`src/design/hci_ecc_pkg.sv`:
```
`default_nettype none

package hci_ecc_pkg;

  // data path geometry
  localparam int unsigned DataWidth = 32;
  localparam int unsigned EccWidth  = 7;
  localparam int unsigned BeWidth   = DataWidth / 8;
  // byte address carried on the memory bus
  localparam int unsigned AddrWidth = 16;

  // bank geometry, word index taken from add[9:2]
  localparam int unsigned BankDepth = 256;
  localparam int unsigned IdxWidth  = $clog2(BankDepth);
  localparam int unsigned AddrLsb   = $clog2(BeWidth);

  // hsiao 39/32 parity masks, one per check bit
  // every data column has weight 3 and no two columns are equal
  localparam logic [DataWidth-1:0] EccMask [EccWidth] = '{
    32'h0000_7FFF,
    32'h01FF_801F,
    32'h7E07_81E1,
    32'h8E38_8E22,
    32'hB2C9_3244,
    32'hD552_5488,
    32'h69A4_6910
  };

  // decode result class
  typedef enum logic [1:0] {
    ErrNone   = 2'd0,
    ErrCorr   = 2'd1,
    ErrUncorr = 2'd2
  } ecc_err_e;

  // protected request, check bits ride in the upper user bits
  typedef struct packed {
    logic                 req;
    logic [AddrWidth-1:0] add;
    // low means write
    logic                 wen;
    logic [BeWidth-1:0]   be;
    logic [DataWidth-1:0] data;
    logic [EccWidth-1:0]  ecc;
  } ecc_req_t;

  typedef struct packed {
    logic                 gnt;
    logic                 r_valid;
    logic [DataWidth-1:0] r_data;
    logic [EccWidth-1:0]  r_ecc;
  } ecc_rsp_t;

  // plain request towards the bank
  typedef struct packed {
    logic                 req;
    logic [AddrWidth-1:0] add;
    logic                 wen;
    logic [BeWidth-1:0]   be;
    logic [DataWidth-1:0] data;
  } mem_req_t;

  typedef struct packed {
    logic                 r_valid;
    logic [DataWidth-1:0] r_data;
  } mem_rsp_t;

  // one decode event per accepted write
  typedef struct packed {
    logic                 valid;
    ecc_err_e             err;
    logic [EccWidth-1:0]  syndrome;
    logic [AddrWidth-1:0] add;
  } ecc_evt_t;

  // status register block
  localparam int unsigned ApbAddrWidth = 8;
  localparam int unsigned ApbDataWidth = 32;
  localparam int unsigned CntWidth     = 16;

  localparam logic [ApbAddrWidth-1:0] RegCorrCnt   = 8'h00;
  localparam logic [ApbAddrWidth-1:0] RegUncorrCnt = 8'h04;
  localparam logic [ApbAddrWidth-1:0] RegLastSyn   = 8'h08;
  localparam logic [ApbAddrWidth-1:0] RegLastAddr  = 8'h0C;
  localparam logic [ApbAddrWidth-1:0] RegClear     = 8'h10;

endpackage

`default_nettype wire

```
`src/design/secded_39_32_enc.sv`:
```
`timescale 1ns/1ps
`default_nettype none

// hsiao 39/32 encoder
// check bits only, the data passes alongside untouched
module secded_39_32_enc (
  input  logic [hci_ecc_pkg::DataWidth-1:0] data_i,
  output logic [hci_ecc_pkg::EccWidth-1:0]  ecc_o
);

  // masked data, one row per check bit
  logic [hci_ecc_pkg::DataWidth-1:0] masked [hci_ecc_pkg::EccWidth];

  // select the data bits that feed each check bit
  always_comb begin
    for (int k = 0; k < hci_ecc_pkg::EccWidth; k++) begin
      masked[k] = data_i & hci_ecc_pkg::EccMask[k];
    end
  end

  // even parity over each selection
  always_comb begin
    for (int k = 0; k < hci_ecc_pkg::EccWidth; k++) begin
      ecc_o[k] = ^masked[k];
    end
  end

  // all-zero data gives all-zero check bits
  // so a freshly cleared bank reads back as a clean codeword

endmodule

`default_nettype wire

```
`src/design/secded_39_32_dec.sv`:
```
`timescale 1ns/1ps
`default_nettype none

// hsiao 39/32 decoder
// single error correct, double error detect
module secded_39_32_dec (
  input  logic [hci_ecc_pkg::DataWidth-1:0] data_i,
  input  logic [hci_ecc_pkg::EccWidth-1:0]  ecc_i,
  output logic [hci_ecc_pkg::DataWidth-1:0] data_o,
  output logic [hci_ecc_pkg::EccWidth-1:0]  syndrome_o,
  output hci_ecc_pkg::ecc_err_e             err_o
);

  logic [hci_ecc_pkg::EccWidth-1:0] syndrome;

  // recompute check bits and compare against the received ones
  always_comb begin
    for (int k = 0; k < hci_ecc_pkg::EccWidth; k++) begin
      syndrome[k] = ecc_i[k] ^ (^(data_i & hci_ecc_pkg::EccMask[k]));
    end
  end

  // flip the data bit whose column equals the syndrome
  // a single check bit error has weight 1 and hits no data column
  always_comb begin
    logic [hci_ecc_pkg::EccWidth-1:0] col;
    data_o = data_i;
    col    = '0;
    for (int j = 0; j < hci_ecc_pkg::DataWidth; j++) begin
      for (int k = 0; k < hci_ecc_pkg::EccWidth; k++) begin
        col[k] = hci_ecc_pkg::EccMask[k][j];
      end
      if (syndrome == col) begin
        data_o[j] = ~data_i[j];
      end
    end
  end

  // odd weight means one flipped bit, even weight means two
  always_comb begin
    if (syndrome == '0) begin
      err_o = hci_ecc_pkg::ErrNone;
    end else if (^syndrome) begin
      err_o = hci_ecc_pkg::ErrCorr;
    end else begin
      err_o = hci_ecc_pkg::ErrUncorr;
    end
  end

  assign syndrome_o = syndrome;

endmodule

`default_nettype wire

```
`src/design/hci_mem_ecc_dec.sv`:
```
`timescale 1ns/1ps
`default_nettype none

// ecc boundary between the protected bus and the plain bank bus
// purely combinational, registering happens in the pipe stages around it
module hci_mem_ecc_dec (
  input  hci_ecc_pkg::ecc_req_t bus_req_i,
  output hci_ecc_pkg::ecc_rsp_t bus_rsp_o,
  output hci_ecc_pkg::mem_req_t mem_req_o,
  input  logic                  mem_gnt_i,
  input  hci_ecc_pkg::mem_rsp_t mem_rsp_i,
  output hci_ecc_pkg::ecc_evt_t evt_o
);

  logic [hci_ecc_pkg::DataWidth-1:0] data_fixed;
  logic [hci_ecc_pkg::EccWidth-1:0]  syndrome;
  hci_ecc_pkg::ecc_err_e             err;
  logic [hci_ecc_pkg::EccWidth-1:0]  r_ecc;
  logic                              wr_acc;

  // check the incoming write data
  secded_39_32_dec i_dec (
    .data_i     ( bus_req_i.data ),
    .ecc_i      ( bus_req_i.ecc  ),
    .data_o     ( data_fixed     ),
    .syndrome_o ( syndrome       ),
    .err_o      ( err            )
  );

  // fresh check bits for read data on the way back
  secded_39_32_enc i_enc (
    .data_i ( mem_rsp_i.r_data ),
    .ecc_o  ( r_ecc            )
  );

  // request side, check bits stripped here
  assign mem_req_o.req = bus_req_i.req;
  assign mem_req_o.add = bus_req_i.add;
  assign mem_req_o.wen = bus_req_i.wen;
  assign mem_req_o.be  = bus_req_i.be;
  // only a single error gets repaired
  // a double error is stored as received and flagged
  assign mem_req_o.data = (err == hci_ecc_pkg::ErrCorr) ? data_fixed : bus_req_i.data;

  // response side
  assign bus_rsp_o.gnt     = mem_gnt_i;
  assign bus_rsp_o.r_valid = mem_rsp_i.r_valid;
  assign bus_rsp_o.r_data  = mem_rsp_i.r_data;
  assign bus_rsp_o.r_ecc   = r_ecc;

  // reads carry no meaningful data field
  // so only accepted writes report a decode result
  assign wr_acc = bus_req_i.req & mem_gnt_i & ~bus_req_i.wen;

  assign evt_o.valid    = wr_acc;
  assign evt_o.err      = err;
  assign evt_o.syndrome = syndrome;
  assign evt_o.add      = bus_req_i.add;

endmodule

`default_nettype wire

```
`config.mk`:
```
export PLATFORM = sky130hd
export DESIGN_NAME = hci_mem_ecc_dec
export DESIGN_NICKNAME = d
export VERILOG_FILES = /design/src/design/hci_ecc_pkg.sv /design/src/design/secded_39_32_enc.sv /design/src/design/secded_39_32_dec.sv /design/src/design/hci_mem_ecc_dec.sv
export SDC_FILE = /design/constraint.sdc
export NUM_CORES = 1
export LEC_CHECK = 0
export BUFFER_PORTS_ARGS = -buffer_cell sky130_fd_sc_hd__buf_2
export CELL_PAD_IN_SITES_DETAIL_PLACEMENT = 1
export CELL_PAD_IN_SITES_GLOBAL_PLACEMENT = 1
export CORE_ASPECT_RATIO = 0.7
export CORE_MARGIN = 2
export CORE_UTILIZATION = 30
export DETAILED_ROUTE_END_ITERATION = 12
export PLACE_DENSITY_LB_ADDON = 0.1
export SYNTH_ARGS = -nofsm -noshare
export SYNTH_HDL_FRONTEND = slang
export SYNTH_SLANG_ARGS = --single-unit
```
`constraint.sdc`:
```
create_clock -name vclk -period 6.6
set_input_delay 0.66 -clock vclk [all_inputs]
set_output_delay 0.66 -clock vclk [all_outputs]
set_load 0.005 [all_outputs]
```
Yosys cells after proc, flatten, opt, wreduce, memory -nomap -nowiden
Index checks and enable logic that the tools add are counted.
{"block": "totals", "register_bits": 0, "latch_bits": 0, "ramBits": 0, "rom_bits": 0, "inputBits": 95, "memories": 0}
{"block": "classes", "add_sub_neg": 0, "mul": 0, "div_mod_pow": 0, "order_cmp": 0, "n_eq_ne": 33, "n_shift": 0, "n_mux": 35, "bitwise": 42, "reduce_logical": 16}
{"operator": "32-bit parity", "count": 14}
{"operator": "7-bit == test, second input constant", "count": 12}
{"operator": "7-bit by 6-bit == test with 1-bit output, second input constant", "count": 10}
{"operator": "7-bit by 5-bit == test with 1-bit output, second input constant", "count": 6}
{"operator": "1-bit inverter", "count": 33}
{"operator": "1-bit two-way mux", "count": 32}
{"operator": "32-bit two-way mux", "count": 1}
{"operator": "7-bit by 4-bit == test with 1-bit output, second input constant", "count": 3}
{"operator": "7-bit by 3-bit == test with 1-bit output, second input constant", "count": 1}
{"operator": "7-bit zero test", "count": 1}
{"operator": "7-bit parity", "count": 1}
{"operator": "1-bit bitwise XOR", "count": 7}
{"operator": "2-bit two-way mux", "count": 2}
{"operator": "1-bit bitwise AND", "count": 2}
{"operator": "2-bit by 1-bit == test with 1-bit output, second input constant", "count": 1}

Longest topological paths before layout
{"block": "depth", "depth_word": 7, "ltp_mapped": 11, "ltp_nobuf": 11}

Modules after synthesis
A second synthesis with hierarchy kept.
{"block": "hier_totals", "cells_unflattened": 333, "area_unflattened_um2": 3540.9}
{"module": "secded_39_32_dec", "n_inst": 1, "cells_per_inst": 171, "area_each_um2": 1732.9, "seq_area_each_um2": 0.0}
{"module": "hci_mem_ecc_dec", "n_inst": 1, "cells_per_inst": 112, "area_each_um2": 1113.6, "seq_area_each_um2": 0.0}
{"module": "secded_39_32_enc", "n_inst": 1, "cells_per_inst": 50, "area_each_um2": 694.4, "seq_area_each_um2": 0.0}

Least setup slack after synthesis
OpenSTA, ideal clock, no wires.
{"block": "synth_path", "kind": "input port to output port", "start": "input bus_req_i[11] (netlist bit)", "end": "output mem_req_o[29] (netlist bit)", "arrival_ns": 3.295, "required_ns": 5.940, "slack_ns": 2.645, "cell_stages": 11, "cell_sequence": "xnor3_1 xnor2_1 xnor3_2 xnor2_1 ha_1 xnor2_1 xnor2_1 and2_1 clkbuf_1 nand4_1 xnor2_1"}
{"item": "start: declaration", "line_no": "hci_mem_ecc_dec.sv:7", "text": "input hci_ecc_pkg::ecc_req_t bus_req_i,"}
{"item": "end: declaration", "line_no": "hci_mem_ecc_dec.sv:9", "text": "output hci_ecc_pkg::mem_req_t mem_req_o,"}

==> results_dict.tcl <==
set metrics [dict create \
    first_global_vias 2421 \
    final_hold_viol_count 0 \
    grt-ovfl-total 0 \
    antenna_found_initial 0 \
    portBuffers 158 \
    synth_top_area_share 0.438 \
    dieArea_um2 9780 \
    crit_top_cell "xnor2_1" \
    vias 2320 \
    wl_per_cell_um 16.6 \
    die_h_um 83.4 \
    synth_common_cells "xnor2_1 (135), buf_4 (73), xor2_1 (28)" \
    crit_required_ns 5.94 \
    synth_cell_type_count 35 \
    maxSlewViolCount 0 \
    worstPathCellList "buf_2 -> xnor2_1 -> xnor3_1 -> xnor2_1 -> xnor2_1 -> ha_1 -> xnor2_1 -> xnor2_1 -> nor2_1 -> buf_4 -> a21boi_0 -> nand3_1 -> xnor2_1 -> buf_2" \
    grt_pass1_wl_um 13400 \
    synth.area.top_cells "xnor2_1 (44%), buf_4 (20%), xor2_1 (9.1%)" \
    drive_above_1_share 0.411 \
    post_cts_resized 0 \
    ff_latch_area_um2 0 \
    crit_path_start_kind "input pin" \
    synth_area_um2 2700 \
    cpPeakStageDelay_ns 0.53 \
    outcome "completed" \
    fin_setup_tns_ns 0 \
    hpwl_um 7640 \
    cts_hold_buf 0 \
    critPathCaptureType "output port" \
    grt_max_degree 15 \
    drc_errors 0 \
    max_cap_viol_count 0 \
    antenna_left 0 \
    core_area_um2 8580 \
    drtIter0Drc 71 \
    hold_depth 0 \
    synth_most_common_cell "xnor2_1" \
    synth_nets 426 \
    drt-total-wl_um 8720 \
    dp.cells 526 \
    layout.nets 506 \
    dieWidth_um 117 \
    nFillCells 1078 \
    cp_max_fo 14 \
    utilization 0.357 \
    netlist_instances 328 \
    antenna_cells 0 \
    start_util 0.314 \
    rows 28 \
    grt_setup_unrepaired "no" \
    fmax_ghz 0.214 \
    seq_cells 0 \
    period_needed_ns 4.68 \
    p_leak_nw 1.35 \
    slew-limit-headroom 0.147 \
    routabilityCongestion 0.810 \
    worstMarginPinSlew_ns 1.24 \
    ys.warnings.count 0 \
    path_class "in2out" \
    critPathSlowestCell "xnor2_1" \
    drt-pass1-iter-count 4 \
    synth_top_cell_by_area "xnor2_1" \
    min_from "bus_req_i[55]" \
    postCtsSetupBuffers 0 \
    peakVddDrop_mv 0.225 \
    hold_class "in2out" \
    avgSynthCellArea_um2 8.23 \
    power_density_nw_per_um2 380 \
    syn2layout_area_growth_pct 13.6 \
    ys_seq_area_frac 0 \
    final_cells 526 \
    clkbuf_count 0 \
    io_pins 216 \
    viasPerCell 4.41 \
    period_share 0.709 \
    crit_arrival_ns 4.02 \
    setup_violations 0 \
    cp_num_buf_inv 3 \
    crit_family "XOR/XNOR gates" \
    timing.hold.worst_endpoint "evt_o[11]" \
    grt.total_usage 0.168 \
]
[placed cells by master, fill, tap and decap left out, drive strengths merged, types with 4 or more instances in the layout]
master	synthesis	final
nand4	18	18
xnor2	135	135
nand2	6	6
nor2	4	4
inv	5	5
nand3	12	12
xor2	28	28
buf	75	159
xnor3	8	8
[worst max-delay path by stage]
stage | from | to | slack [ns] | cells after the start
floorplan | bus_req_i[11] | mem_req_o[29] | 2.65 | 11
global placement | bus_req_i[11] | mem_req_o[12] | 1.93 | 14
detailed placement | bus_req_i[32] | mem_req_o[22] | 1.90 | 14
CTS | bus_req_i[32] | mem_req_o[22] | 1.86 | 14
global route | bus_req_i[32] | mem_req_o[12] | 1.53 | 14
finish | bus_req_i[32] | mem_req_o[22] | 1.92 | 14
[per-layer routing]
metal,vias to the layer above,track usage,share of wire
li1,1156,-,-
met1,1060,0.255,0.52
met2,90,0.254,0.40
met3,14,0.0234,0.063
met4,0,0.0208,0.0085
met5,-,0,0
[cell families after synthesis]
kind of cell / share of synthesized area
xor+xnor: 0.598
fa+ha+maj: 0.0139
compound gates: 0.0246
simple gates: 0.125
mux: 0.0172
buf+inv: 0.222
[final cells by class]
cell class,count,area [µm²],share of cell area
Inverter,5,18.8,0.00612
Multi-Input combinational cell,242,2100,0.685
Tap cell,120,150,0.0490
Timing Repair Buffer,159,798,0.260
[metrics by stage]
| step | cell area (µm²) | total power, mW | setup WS (ns) | hold slack (ns) |
|---|---|---|---|---|
| after floorplan | 2700 | 0.783 | 2.65 | 1.38 |
| after global placement | 3070 | 1.14 | 1.93 | 1.32 |
| after detailed placement | 3070 | 1.15 | 1.90 | 1.32 |
| after CTS | 3070 | 1.16 | 1.86 | 1.32 |
| after global routing | 3070 | 1.26 | 1.53 | 1.32 |
| final | 3070 | 1.16 | 1.92 | 1.32 |
[where the power goes]
| part | switching, mW | total (mW) | internal [mW] |
|---|---|---|---|
| clock | 0 | 0 | 0 |
| sequential | 0 | 0 | 0 |
| combinational | 0.695 | 1.16 | 0.469 |
Note: power is estimated with default switching activity, not from simulation.
