### config.mk
export PLATFORM = sky130hd
export DESIGN_NAME = hci_ecc_err_stat
export DESIGN_NICKNAME = d
export VERILOG_FILES = /design/src/design/hci_ecc_pkg.sv /design/src/design/hci_ecc_err_stat.sv
export SDC_FILE = /design/constraint.sdc
export NUM_CORES = 1
export LEC_CHECK = 0
export BUFFER_PORTS_ARGS = -buffer_cell sky130_fd_sc_hd__buf_2
export CAP_MARGIN = 20
export CORE_MARGIN = 8
export CORE_UTILIZATION = 58
export CTS_BUF_LIST = sky130_fd_sc_hd__clkbuf_2
export CTS_CLUSTER_SIZE = 20
export DETAILED_ROUTE_END_ITERATION = 7
export PLACE_DENSITY = 0.95
export SLEW_MARGIN = 0
export SYNTH_ARGS = -nofsm -noshare
export SYNTH_HDL_FRONTEND = slang
export SYNTH_SLANG_ARGS = --single-unit
### constraint.sdc
create_clock -name clk_i -period 6.33 [get_ports clk_i]
set_clock_uncertainty 0.2 [all_clocks]
set_input_delay 1.899 -clock clk_i [delete_from_list [all_inputs] [get_ports clk_i]]
set_output_delay 1.899 -clock clk_i [all_outputs]
set_load 0.05 [all_outputs]
### src/design/hci_ecc_pkg.sv
`default_nettype none

package hci_ecc_pkg;

  // data path geometry
  localparam int unsigned DataWidth = 32;
  localparam int unsigned EccWidth  = 7;
  localparam int unsigned BeWidth   = DataWidth / 8;
  // byte address carried on the memory bus
  localparam int unsigned AddrWidth = 16;

  // bank geometry, word index taken from add[9:2]
  localparam int unsigned BankDepth = 256;
  localparam int unsigned IdxWidth  = $clog2(BankDepth);
  localparam int unsigned AddrLsb   = $clog2(BeWidth);

  // hsiao 39/32 parity masks, one per check bit
  // every data column has weight 3 and no two columns are equal
  localparam logic [DataWidth-1:0] EccMask [EccWidth] = '{
    32'h0000_7FFF,
    32'h01FF_801F,
    32'h7E07_81E1,
    32'h8E38_8E22,
    32'hB2C9_3244,
    32'hD552_5488,
    32'h69A4_6910
  };

  // decode result class
  typedef enum logic [1:0] {
    ErrNone   = 2'd0,
    ErrCorr   = 2'd1,
    ErrUncorr = 2'd2
  } ecc_err_e;

  // protected request, check bits ride in the upper user bits
  typedef struct packed {
    logic                 req;
    logic [AddrWidth-1:0] add;
    // low means write
    logic                 wen;
    logic [BeWidth-1:0]   be;
    logic [DataWidth-1:0] data;
    logic [EccWidth-1:0]  ecc;
  } ecc_req_t;

  typedef struct packed {
    logic                 gnt;
    logic                 r_valid;
    logic [DataWidth-1:0] r_data;
    logic [EccWidth-1:0]  r_ecc;
  } ecc_rsp_t;

  // plain request towards the bank
  typedef struct packed {
    logic                 req;
    logic [AddrWidth-1:0] add;
    logic                 wen;
    logic [BeWidth-1:0]   be;
    logic [DataWidth-1:0] data;
  } mem_req_t;

  typedef struct packed {
    logic                 r_valid;
    logic [DataWidth-1:0] r_data;
  } mem_rsp_t;

  // one decode event per accepted write
  typedef struct packed {
    logic                 valid;
    ecc_err_e             err;
    logic [EccWidth-1:0]  syndrome;
    logic [AddrWidth-1:0] add;
  } ecc_evt_t;

  // status register block
  localparam int unsigned ApbAddrWidth = 8;
  localparam int unsigned ApbDataWidth = 32;
  localparam int unsigned CntWidth     = 16;

  localparam logic [ApbAddrWidth-1:0] RegCorrCnt   = 8'h00;
  localparam logic [ApbAddrWidth-1:0] RegUncorrCnt = 8'h04;
  localparam logic [ApbAddrWidth-1:0] RegLastSyn   = 8'h08;
  localparam logic [ApbAddrWidth-1:0] RegLastAddr  = 8'h0C;
  localparam logic [ApbAddrWidth-1:0] RegClear     = 8'h10;

endpackage

`default_nettype wire

### src/design/hci_ecc_err_stat.sv
`timescale 1ns/1ps
`default_nettype none

// ecc error statistics, read by software over apb
module hci_ecc_err_stat (
  input  logic                                 clk_i,
  input  logic                                 arst_n_i,
  input  hci_ecc_pkg::ecc_evt_t                evt_i,
  input  logic                                 psel_i,
  input  logic                                 penable_i,
  input  logic                                 pwrite_i,
  input  logic [hci_ecc_pkg::ApbAddrWidth-1:0] paddr_i,
  input  logic [hci_ecc_pkg::ApbDataWidth-1:0] pwdata_i,
  output logic [hci_ecc_pkg::ApbDataWidth-1:0] prdata_o,
  output logic                                 pready_o,
  output logic                                 pslverr_o
);

  logic [hci_ecc_pkg::CntWidth-1:0]  corr_cnt_q;
  logic [hci_ecc_pkg::CntWidth-1:0]  uncorr_cnt_q;
  logic [hci_ecc_pkg::EccWidth-1:0]  last_syn_q;
  logic [hci_ecc_pkg::AddrWidth-1:0] last_addr_q;
  logic                              apb_acc;
  logic                              clear;
  logic                              addr_hit;
  logic                              evt_corr;
  logic                              evt_uncorr;

  // access phase of a transfer, never stretched
  assign apb_acc  = psel_i & penable_i;
  assign pready_o = apb_acc;

  // clear is a write to RegClear, write data is ignored
  assign clear = apb_acc & pwrite_i & (paddr_i == hci_ecc_pkg::RegClear);

  assign evt_corr   = evt_i.valid & (evt_i.err == hci_ecc_pkg::ErrCorr);
  assign evt_uncorr = evt_i.valid & (evt_i.err == hci_ecc_pkg::ErrUncorr);

  // counters saturate, clear takes priority over a same-cycle event
  always_ff @(posedge clk_i or negedge arst_n_i) begin
    if (!arst_n_i) begin
      corr_cnt_q   <= '0;
      uncorr_cnt_q <= '0;
      last_syn_q   <= '0;
      last_addr_q  <= '0;
    end else if (clear) begin
      corr_cnt_q   <= '0;
      uncorr_cnt_q <= '0;
      last_syn_q   <= '0;
      last_addr_q  <= '0;
    end else begin
      if (evt_corr && corr_cnt_q != '1) begin
        corr_cnt_q <= corr_cnt_q + 1'b1;
      end
      if (evt_uncorr && uncorr_cnt_q != '1) begin
        uncorr_cnt_q <= uncorr_cnt_q + 1'b1;
      end
      // keep the most recent faulty write
      if (evt_corr || evt_uncorr) begin
        last_syn_q  <= evt_i.syndrome;
        last_addr_q <= evt_i.add;
      end
    end
  end

  // read mux, zero-extended fields
  always_comb begin
    prdata_o = '0;
    addr_hit = 1'b1;
    case (paddr_i)
      hci_ecc_pkg::RegCorrCnt:   prdata_o[hci_ecc_pkg::CntWidth-1:0]  = corr_cnt_q;
      hci_ecc_pkg::RegUncorrCnt: prdata_o[hci_ecc_pkg::CntWidth-1:0]  = uncorr_cnt_q;
      hci_ecc_pkg::RegLastSyn:   prdata_o[hci_ecc_pkg::EccWidth-1:0]  = last_syn_q;
      hci_ecc_pkg::RegLastAddr:  prdata_o[hci_ecc_pkg::AddrWidth-1:0] = last_addr_q;
      // clear reads back as zero
      hci_ecc_pkg::RegClear:     prdata_o = '0;
      default:                   addr_hit = 1'b0;
    endcase
  end

  // status registers are read-only, only RegClear accepts a write
  assign pslverr_o = apb_acc &
                     (~addr_hit | (pwrite_i & (paddr_i != hci_ecc_pkg::RegClear)));

endmodule

`default_nettype wire

# Yosys cells after proc, flatten, opt, wreduce, memory -nomap -nowiden
# Cells that the tools add are included.
# totals
regBits	55
# classes
n_eq_ne	9
reduce_logical	8
n_addsub	2
n_bitwise	9
muxes	11
# op_table
cell	n
$mux 16	6
$add 16x1->16 const B	2
$ne 16x16->1 const B	2
$pmux 7 s4	1
$pmux 9 s3	1
$eq 8x4->1 const B	2
$mux 7	2
$eq 8x3->1 const B	1
$eq 8x5->1 const B	1
$logic_not 8->1	1
$ne 8x5->1 const B	1
$and 1x1->1	7
$reduce_bool 2->1	3
$reduce_or 5->1	1
$eq 2x1->1 const B	1
$eq 2x2->1 const B	1
$logic_and 1x1->1	2
$logic_or 1x1->1	1
$mux 1	1
$not 1->1	1
$or 1x1->1	1

# Logic depth before layout (Yosys ltp)
# Gate-level depths: netlist (run 1).
# logic_depth
ltp_word	6
ltp_mapped	7

# Worst setup path after synthesis (run 1)
# Ideal clock, no wire load.
# synth_path
kind	in2out
from	in paddr_i[0] in the netlist's numbering
to	out prdata_o[5] in the netlist's numbering
path_stages	4
n_path_buf	1
required_time_ps	4231
slack_ps	688
arrival_ps	3543
path_cell_list	nor4_1 -> nand3_1 -> clkbuf_1 -> nor2b_1
# synth_between
elab_chain_len	2
elab_cells_between_ends	5
classes_between	3 x eq/ne; 1 x mux; 1 x reduce/logical
# synth_rtl
item	line_no	rtl
start, declared	hci_ecc_err_stat.sv:12	input logic [hci_ecc_pkg::ApbAddrWidth-1:0] paddr_i,
$eq 8x4->1, or another cell as far along	hci_ecc_err_stat.sv:70	case (paddr_i)
$pmux 7 s4 *	hci_ecc_err_stat.sv:70	
end, declared	hci_ecc_err_stat.sv:14	output logic [hci_ecc_pkg::ApbDataWidth-1:0] prdata_o,
# Mark *: on every way between the ends. The rest lies on a longest branch, timed or not.

# Worst setup path after layout (run 1)
# layout_path
from	in paddr_i[0] in the netlist's numbering
to	out prdata_o[10] in the netlist's numbering
# layout_between
elab_chain_len	2
elab_cells_between_ends	4
classes_between	2 x eq/ne; 1 x mux; 1 x reduce/logical
# layout_rtl
item	line_no
$eq 8x4->1, or another cell as far along	hci_ecc_err_stat.sv:70
$pmux 9 s3 *	hci_ecc_err_stat.sv:70
# Marks and branches as above.

==> results.ini, run 1 <==
[run_status]
status=complete, no violations

[critical_path]
slowest_delay_ns=0.64
cp_max_fo=16
cp-end-kind=output pin
worstPathRequired_ns=4.23
critPathKind=input pin to output pin
critical_path.slowest_cell=nand3_1
cp_common_cell=buf_2
crit_arrival_ns=3.79
startpoint_type=input pin
cp_cell_sequence=buf_2 > nor4_1 > nand3_1 > nor2_1 > buf_2

[routing]
via_count=3351
drc=0
antenna_left=0
wl_mm=9.386
wl_per_cell_um=18.44
via_per_inst=6.583
drtIter0Drc=384
drtPass1Iterations=5

[die]
start_util_pct=59.09
pin_count=105
rows=28
die_w_um=93.21
design.core.area_um2=5851
die_h_um=93.21
die-area_um2=8687

[pwr]
p_switching_uw=285.0
peakVddDrop_mv=0.1739
p_leak_uw=0.001661
totalPowerFinal_uw=831.4
combPwrFrac_pct=22.2
seqPwrFrac_pct=54.6
p_per_area_nw_per_um2=221.4
sw_frac_of_total_pct=34.28
p_clk_share_pct=23.2
p_int_uw=546.4

[cells_and_area]
nets=506
antenna_cells=0
final_area_um2=3756
final_util_pct=64.20
num-fill-cells=459
drive_above_1_share_pct=20.51
instances_no_fill=509
area_growth_pct=8.650

[yosys]
syn_inst=390
synthDominantCellAreaShare_pct=39.81
synth_area_per_cell_um2=8.864
synth_area_leader_cell=dfrtp_1
yosys-top-cells-count=nand2_1, dfrtp_1, a21oi_1
synth.distinct_cells=53
ys_async_sr_fraction_pct=100.0
syn-cell-area_um2=3457
ys_seq_elements=55
synthFlopType=dfrtp_1
yosysSeqAreaShare_pct=39.81
synth.area.top_cells=dfrtp_1, nand2_1, a21oi_1
yosysWarnings=0
synth_edf_count=0
synth.most_common_cell=nand2_1

[sta]
period_share_pct=93.11
fmax_mhz=169.7
setup_viol=0
rsz0062_at_grt=false
finalCriticalPeriod_ns=5.894
finalSetupTns_ns=0
finalMaxSlewViolations=0
worstMarginPinSlew_ns=0.9255
finalHoldViolCount=0
max_slew_margin_pct=38.30

[clock_tree]
clock-root-buffer=clkbuf_2
clk_latency_ns=0.49
h-tree-depth=2
clockBufferDepth=2
cts_tree=done
cts_sinks=55
cts_hold_buf=0
clk_pin_slew_worst_paths_ns=0.28
ctsResizeCount=0
cts_setup_buffers=0
cts_made_buffers=5

[global_route]
grtUsageMet2_pct=34.85
grt.total_usage_pct=21.68
grt_use_met1_pct=27.68
antenna_found_initial=0
top_usage_layer=met2
global_route.usage.met3_pct=4.728
grt_max_degree=56
grt_pass1_wl_mm=15.24
grt-ovfl-total=0
grt_pass1_vias=3109

[placement]
dp.cells=501
numPortBuffers=56
gp_congestion=0.9965
dpl_cell_area_um2=3684
dp_hpwl_mm=6.818

[job]
maxCapViolations=0

[hold_path]
hp-class=register to register

## layout by cell type, fill, tap and decap left out, types with 5 or more instances in the layout
| cell | count |
|---|---|
| nand3_1 | 6 |
| buf_2 | 56 |
| inv_1 | 9 |
| o31ai_1 | 7 |
| nand2_1 | 69 |
| mux2i_1 | 6 |
| o21ai_0 | 12 |
| nand2b_1 | 6 |
| o21a_1 | 6 |
| a22oi_1 | 9 |
| nor2_1 | 16 |
| clkbuf_2 | 5 |
| or4_1 | 5 |
| nor4_1 | 6 |
| nor3_1 | 6 |
| dfrtp_1 | 55 |
| or3_1 | 8 |
| a21oi_1 | 38 |
| conb_1 | 16 |
| mux2_2 | 8 |
| mux4_2 | 6 |
| nor2b_1 | 7 |
| nand4_1 | 17 |
## metrics by stage
stage                     worst slack [ns]  hold slack [ns]
final                               0.4364           0.3454
after CTS                           0.4699           0.3466
after floorplan                     0.6879           0.2755
after global routing                0.2958           0.3677
after detailed placement            0.4788           0.3165
after global placement              0.5019           0.3034
## critical path, delay by kind of cell
kind | cells | cell delay [ns]
buf+inv | 2 | 0.41
simple gates | 3 | 1.49
## layout make-up
| class | count | area, um2 | area share, % |
|---|---|---|---|
| multi-input cells | 302 | 1869 | 49.77 |
| flip-flops and latches | 55 | 1376 | 36.64 |
| repair buffers | 60 | 310.3 | 8.261 |
| well taps | 75 | 93.84 | 2.498 |
| clock inverters | 3 | 47.55 | 1.266 |
| inverters | 9 | 33.78 | 0.8994 |
| clock buffers | 5 | 25.02 | 0.6662 |
## kinds of logic (layout without fill, tap and decap cells)
logic type | count (synthesis) | after routing | share of synthesized area (%)
AOI/OAI and AO/OA | 90 | 90 | 16.18
adders and majority gates | 2 | 2 | 0.7237
other | 1 | 16 | 0.1085
muxes | 21 | 21 | 9.012
buffers and inverters | 48 | 77 | 7.745
xor gates and xnor gates | 1 | 1 | 0.2534
DFF | 55 | 55 | 39.81
and+or+nand+nor | 172 | 172 | 26.17
## routing by layer
metal,vias to the layer above,wire [um]
met5,-,0
met4,0,286
met3,30,1154
met2,268,4355
met1,1565,3590
li1,1488,-
## flip-flops by register name (all words and copies together) (netlist names)
| name | cells |
|---|---|
| uncorr_cnt_q | 16 |
| last_addr_q | 16 |
| last_syn_q | 7 |
| corr_cnt_q | 16 |
## power groups by stage
stage / clock network, uW / registers, uW / logic, uW
after floorplan: 0 / 437 / 146
after global placement: 0 / 454 / 169
after detailed placement: 0 / 457 / 181
after CTS: 192 / 451 / 183
after global routing: 203 / 460 / 205
final: 193 / 454 / 185
## worst paths after layout
path	from	endpoint	slack, ns	cells after the start
min reg2reg	last_addr_q[1]$_DFFE_PN0P_	last_addr_q[1]$_DFFE_PN0P_	0.35	2
max reg2reg	uncorr_cnt_q[0]$_DFFE_PN0P_	uncorr_cnt_q[3]$_DFFE_PN0P_	3.87	5
max in group asynchronous	arst_n_i	corr_cnt_q[14]$_DFFE_PN0P_	4.18	2
min	last_addr_q[1]$_DFFE_PN0P_	last_addr_q[1]$_DFFE_PN0P_	0.35	2
min in group asynchronous	arst_n_i	last_addr_q[7]$_DFFE_PN0P_	1.28	2
max	paddr_i[0]	prdata_o[10]	0.44	5
No activity file was read; power rests on OpenSTA's default activity.
==> inputs of run 2 (changes only) <==
--- a/config.mk
+++ b/config.mk
@@ -14,2 +14,3 @@
 export DETAILED_ROUTE_END_ITERATION = 7
+export MAX_ROUTING_LAYER = met4
 export PLACE_DENSITY = 0.95
--- a/constraint.sdc
+++ b/constraint.sdc
@@ -4,2 +4,2 @@
 set_output_delay 1.899 -clock clk_i [all_outputs]
-set_load 0.05 [all_outputs]
+set_load 0.1 [all_outputs]
==> run 2 against run 1 <==
Compared with the run above: power decreased by 1.6%; core utilization up 0.66 points; sequential share of layout area fell by 0.37 points; register-to-register slack better by 0.06 ns; routed wire length rose by 1.5%; global-route usage is 0.79 points higher; critical path type unchanged; critical endpoint is now prdata_o[3].
==> results.ini, run 2 (same netlist as run 1, synthesis figures left out) <==
[sta]
finalHoldViolCount=0  ; unchanged
period_share_pct=96.83  ; was 93.11%
max_slew_margin_pct=34.69  ; was 38.30%
finalCriticalPeriod_ns=6.129  ; was 5.894 ns
finalSetupTns_ns=0  ; unchanged
rsz0062_at_grt=false  ; unchanged
finalMaxSlewViolations=0  ; unchanged
worstMarginPinSlew_ns=0.9767  ; was 0.9255 ns
setup_viol=0  ; unchanged
fmax_mhz=163.1  ; was 169.7 MHz
worst_slack_ns=0.2006  ; was 0.4364 ns

[clock_tree]
cts_made_buffers=5  ; unchanged
clockBufferDepth=2  ; unchanged
clk_pin_slew_worst_paths_ns=0.29  ; was 0.28 ns
cts_sinks=55  ; unchanged
clock-root-buffer=clkbuf_2  ; unchanged
cts_setup_buffers=0  ; unchanged
cts_hold_buf=0  ; unchanged
clk_latency_ns=0.47  ; was 0.49 ns
h-tree-depth=2  ; unchanged
ctsResizeCount=0  ; unchanged
cts_tree=done  ; unchanged

[cells_and_area]
area_growth_pct=9.772  ; was 8.650%
nets=506  ; unchanged
antenna_cells=0  ; unchanged
largestRegisters=corr_cnt_q: 16 flops, last_addr_q: 16 flops, uncorr_cnt_q: 16 flops  ; unchanged
final_util_pct=64.86  ; was 64.20%
final_cell_mix=nand2_1, dfrtp_1, buf_2  ; was nand2_1, buf_2, dfrtp_1
final_common_cell=nand2_1  ; unchanged
instances_no_fill=509  ; unchanged
drive_above_1_share_pct=20.51  ; unchanged

[routing]
via_count=3267  ; was 3351
wl_met1_mm=3.865  ; was 3.590 mm
drtIter0Drc=321  ; was 384
route.met3.wl_um=956  ; was 1.154 mm
via_per_inst=6.418  ; was 6.583
wl_per_cell_um=18.71  ; was 18.44 um
drtPass1Iterations=6  ; was 5
drc=0  ; unchanged
wl_mm=9.523  ; was 9.386 mm
antenna_left=0  ; unchanged
met2_length_mm=4.484  ; was 4.355 mm
dr.max_layer_used=met4  ; unchanged

[die]
die_h_um=93.21  ; unchanged
die-area_um2=8687  ; unchanged
start_util_pct=59.09  ; unchanged
pin_count=105  ; unchanged
rows=28  ; unchanged
die_w_um=93.21  ; unchanged
design.core.area_um2=5851  ; unchanged

[global_route]
grt.total_usage_pct=22.46  ; was 21.68%
grt_pass1_wl_mm=15.20  ; was 15.24 mm
grt-ovfl-total=0  ; unchanged
grt_max_degree=56  ; unchanged
grt_pass1_vias=3158  ; was 3109
antenna_found_initial=0  ; unchanged

[critical_path]
crit_path_end=prdata_o[3]  ; was prdata_o[10]
r2r_slack_ns=3.93  ; was 3.87 ns
cp_max_fo=16  ; unchanged
worstPathRequired_ns=4.23  ; about the same
r2r_end=uncorr_cnt_q[15]$_DFFE_PN0P_  ; was uncorr_cnt_q[3]$_DFFE_PN0P_
reg2regPathDepth=5  ; unchanged
critPathKind=input pin to output pin  ; unchanged
regToRegStartpoint=uncorr_cnt_q[0]$_DFFE_PN0P_  ; unchanged
crit_arrival_ns=4.03  ; was 3.79 ns
startpoint_type=input pin  ; unchanged
cp-end-kind=output pin  ; unchanged
worstSetupStartpoint=paddr_i[0]  ; unchanged

[placement]
gp_congestion=0.9443  ; was 0.9965
pre_cts_ws_ns=0.2865  ; was 0.4788 ns
numPortBuffers=56  ; unchanged
dp.cells=501  ; unchanged
dp_hpwl_mm=7.079  ; was 6.818 mm

[hold_path]
hp-class=register to register  ; unchanged
min-delay-start=last_syn_q[2]$_DFFE_PN0P_  ; was last_addr_q[1]$_DFFE_PN0P_
hold_path_depth=2  ; unchanged

[job]
maxCapViolations=0  ; unchanged

[pwr]
totalPowerFinal_uw=818.0  ; was 831.4 uW
peakVddDrop_mv=0.1773  ; was 0.1739 mV
p_leak_uw=0.001662  ; was 0.001661 uW
p_per_area_nw_per_um2=215.6  ; was 221.4 nW/um2

[run_status]
status=complete, no violations  ; unchanged

## run 2: how the worst min path moves through the flow
| stage | endpoint | slack (ns) |
|---|---|---|
| floorplan | uncorr_cnt_q[4]$_DFFE_PN0P_ | 0.28 |
| global placement | last_syn_q[4]$_DFFE_PN0P_ | 0.31 |
| detailed placement | last_syn_q[2]$_DFFE_PN0P_ | 0.31 |
| CTS | last_syn_q[2]$_DFFE_PN0P_ | 0.34 |
| global route | last_syn_q[3]$_DFFE_PN0P_ | 0.36 |
| finish | last_syn_q[2]$_DFFE_PN0P_ | 0.34 |
## run 2: cell type report
type / instances / area [um2]
clock buffer: 5 / 25.02
clock inverter: 3 / 26.28
fill: 487 / 2056
inverter: 9 / 33.78
multi-input combinational: 302 / 1869
sequential: 55 / 1376
tap: 75 / 93.84
timing repair buffer: 60 / 370.4
## run 2: metrics by stage
stage          area [um2]  hold WS (ns)
2_1_floorplan        3513        0.2755
3_3_place_gp         3744        0.3060
3_5_place_dp         3744        0.3147
4_1_cts              3795        0.3434
5_1_grt              3795        0.3592
6_report             3795        0.3433
## run 2: critical path: stages
cell     delay (ns)
buf_2          0.10
nor4_1         0.49
nand3_1        0.65
nor2b_1        0.40
buf_2          0.48
## run 2: layer usage
layer | vias to the layer above | track usage (%)
met5 | - | -
met4 | 0 | 8.188
met3 | 27 | 4.167
met2 | 224 | 35.38
met1 | 1536 | 28.27
li1 | 1480 | -
## run 2: power breakdown
| group | switching, uW | internal [uW] |
|---|---|---|
| logic | 129 | 77.7 |
| registers | 54.3 | 400 |
| clock network | 124 | 32.6 |
| total | 308 | 510 |
==> inputs of run 3 (changes only) <==
- BUFFER_PORTS_ARGS: -buffer_cell sky130_fd_sc_hd__buf_2 -> default
- CORE_UTILIZATION: 58 -> 68
- DONT_BUFFER_PORTS: default -> 1
- PLACE_DENSITY: 0.95 -> 0.94
==> run 3 against run 2 <==
Compared with the run above: non-clock buffer count fell by 41; routed wire length rose by 4.5%; clock power rose by 15%; hold slack improved by 0.0064 ns; sequential power rose by 0.9%.
==> results.ini, run 3 (same netlist as run 1, synthesis figures left out) <==
[pwr]
p_leak_uw=0.001538  ; was 0.001662 uW
p_per_area_nw_per_um2=216.8  ; was 215.6 nW/um2
peakVddDrop_mv=0.2033  ; was 0.1773 mV
totalPowerFinal_uw=828.9  ; was 818.0 uW

[clock_tree]
ctsResizeCount=0  ; unchanged
clk_pin_slew_worst_paths_ns=0.28  ; was 0.29 ns
cts_sinks=55  ; unchanged
cts_setup_buffers=0  ; unchanged
clk_latency_ns=0.45  ; was 0.47 ns
clockBufferDepth=2  ; unchanged
h-tree-depth=2  ; unchanged
clock-root-buffer=clkbuf_2  ; unchanged
cts_tree=done  ; unchanged
cts_hold_buf=0  ; unchanged
cts_made_buffers=5  ; unchanged

[sta]
setup_viol=0  ; unchanged
finalSetupTns_ns=0  ; unchanged
worst_slack_ns=0.9456  ; was 0.2006 ns
worstMarginPinSlew_ns=1.018  ; was 0.9767 ns
rsz0062_at_grt=false  ; unchanged
fmax_mhz=185.7  ; was 163.1 MHz
finalMaxSlewViolations=0  ; unchanged
finalHoldViolCount=0  ; unchanged
max_slew_margin_pct=31.93  ; was 34.69%
finalCriticalPeriod_ns=5.384  ; was 6.129 ns
period_share_pct=85.06  ; was 96.83%

[critical_path]
r2r_end=uncorr_cnt_q[12]$_DFFE_PN0P_  ; was uncorr_cnt_q[15]$_DFFE_PN0P_
worstPathRequired_ns=4.23  ; about the same
regToRegStartpoint=uncorr_cnt_q[0]$_DFFE_PN0P_  ; unchanged
startpoint_type=input pin  ; unchanged
critPathKind=input pin to output pin  ; unchanged
reg2regPathDepth=5  ; unchanged
cp-end-kind=output pin  ; unchanged
path_buf_inv=2  ; unchanged
cp_cell_sequence=nor4_1 > nand3_1 > buf_4 > nor2b_2 > buf_12  ; was buf_2 > nor4_1 > nand3_1 > nor2b_1 > buf_2
slowest_delay_ns=0.53  ; was 0.65 ns
cp_max_fo=16  ; unchanged
critical_path.slowest_cell=nor4_1  ; was nand3_1
crit_arrival_ns=3.29  ; was 4.03 ns
crit_family=simple AND/OR/NAND/NOR gates  ; unchanged
r2r_slack_ns=3.85  ; was 3.93 ns

[die]
start_util_pct=69.01  ; was 59.09%
die-area_um2=7621  ; was 8687 um2
die_w_um=87.30  ; was 93.21 um
rows=26  ; was 28
pin_count=105  ; unchanged
design.core.area_um2=5010  ; was 5851 um2
die_h_um=87.30  ; was 93.21 um

[run_status]
status=complete, no violations  ; unchanged

[routing]
via_count=3297  ; was 3267
drtIter0Drc=521  ; was 321
drc=0  ; unchanged
antenna_left=0  ; unchanged
via_per_inst=7.121  ; was 6.418
wl_per_cell_um=21.50  ; was 18.71 um
wl_mm=9.955  ; was 9.523 mm
drtPass1Iterations=6  ; unchanged

[cells_and_area]
instances_no_fill=463  ; was 509
drive_above_1_share_pct=16.28  ; was 20.51%
final_cell_mix=nand2_1, dfrtp_1, a21oi_1  ; was nand2_1, dfrtp_1, buf_2
final_util_pct=76.32  ; was 64.86%
final_common_cell=nand2_1  ; unchanged
largestRegisters=corr_cnt_q: 16 flops, last_addr_q: 16 flops, uncorr_cnt_q: 16 flops  ; unchanged
area_growth_pct=10.60  ; was 9.772%
num-fill-cells=302  ; was 487
antenna_cells=0  ; unchanged
nets=465  ; was 506

[global_route]
grt_pass1_vias=3127  ; was 3158
grt-ovfl-total=0  ; unchanged
grt.total_usage_pct=26.93  ; was 22.46%
grt_max_degree=56  ; unchanged
grt_pass1_wl_mm=15.66  ; was 15.20 mm
antenna_found_initial=0  ; unchanged

[hold_path]
min-delay-start=last_addr_q[15]$_DFFE_PN0P_  ; was last_syn_q[2]$_DFFE_PN0P_
hold_path_depth=2  ; unchanged
min_to=last_addr_q[15]$_DFFE_PN0P_  ; was last_syn_q[2]$_DFFE_PN0P_
hp-class=register to register  ; unchanged

[placement]
numPortBuffers=0  ; was 56
dp_hpwl_mm=7.242  ; was 7.079 mm
gp_congestion=0.9519  ; was 0.9443
dp.cells=455  ; was 501
pre_cts_ws_ns=0.9618  ; was 0.2865 ns

[job]
maxCapViolations=0  ; unchanged

run 3: cell types whose count changed in the layout (fill, tap and decap cells not counted), sizes merged:
cell,delta
bufinv,+1
clkinv,+1
buf,-41
inv,-2
run 3: routing by layer:
layer | vias up | global-route usage (%) | routed length, um
li1 | 1398 | - | -
met1 | 1570 | 33.02 | 3732
met2 | 283 | 42.01 | 4691
met3 | 46 | 6.226 | 1193
met4 | 0 | 10.78 | 337
met5 | - | - | 0
run 3: layout make-up:
class	instances	area [um2]	area share [%]
clock buffer	5	25.02	0.6544
multi-input combinational	302	1916	50.10
timing repair buffer	19	342.8	8.966
clock inverter	3	42.54	1.113
inverter	9	33.78	0.8835
tap	70	87.58	2.291
sequential	55	1376	35.99
run 3: stage by stage:
step / hold slack, ns / instance area, um2
6_report: 0.3497 / 3824
3_5_place_dp: 0.3229 / 3756
2_1_floorplan: 0.2755 / 3513
5_1_grt: 0.3732 / 3824
4_1_cts: 0.3508 / 3824
3_3_place_gp: 0.3018 / 3756
run 3: worst register-to-register path: cells and delay by family, from the launching register on:
family	cells	cell delay (ns)
compound gates	1	0.17
simple gates	3	1.21
flops	1	0.54
fa+ha+maj	1	0.31
run 3: worst max path at each step:
| stage | from | endpoint | slack [ns] | depth (start not counted) |
|---|---|---|---|---|
| finish | paddr_i[0] | prdata_o[2] | 0.95 | 5 |
| detailed placement | paddr_i[0] | prdata_o[2] | 0.96 | 5 |
| global placement | paddr_i[0] | prdata_o[0] | 1.02 | 5 |
| global route | paddr_i[0] | prdata_o[2] | 0.81 | 5 |
| floorplan | paddr_i[0] | prdata_o[5] | 0.05 | 4 |
| CTS | paddr_i[0] | prdata_o[2] | 0.95 | 5 |
run 3: power breakdown:
group | switching (uW) | total [uW] | leakage, uW | internal (uW)
logic | 119 | 191 | 0.000788 | 71.2
registers | 58.1 | 458 | 0.000709 | 400
clock network | 113 | 180 | 0.0000410 | 67.1
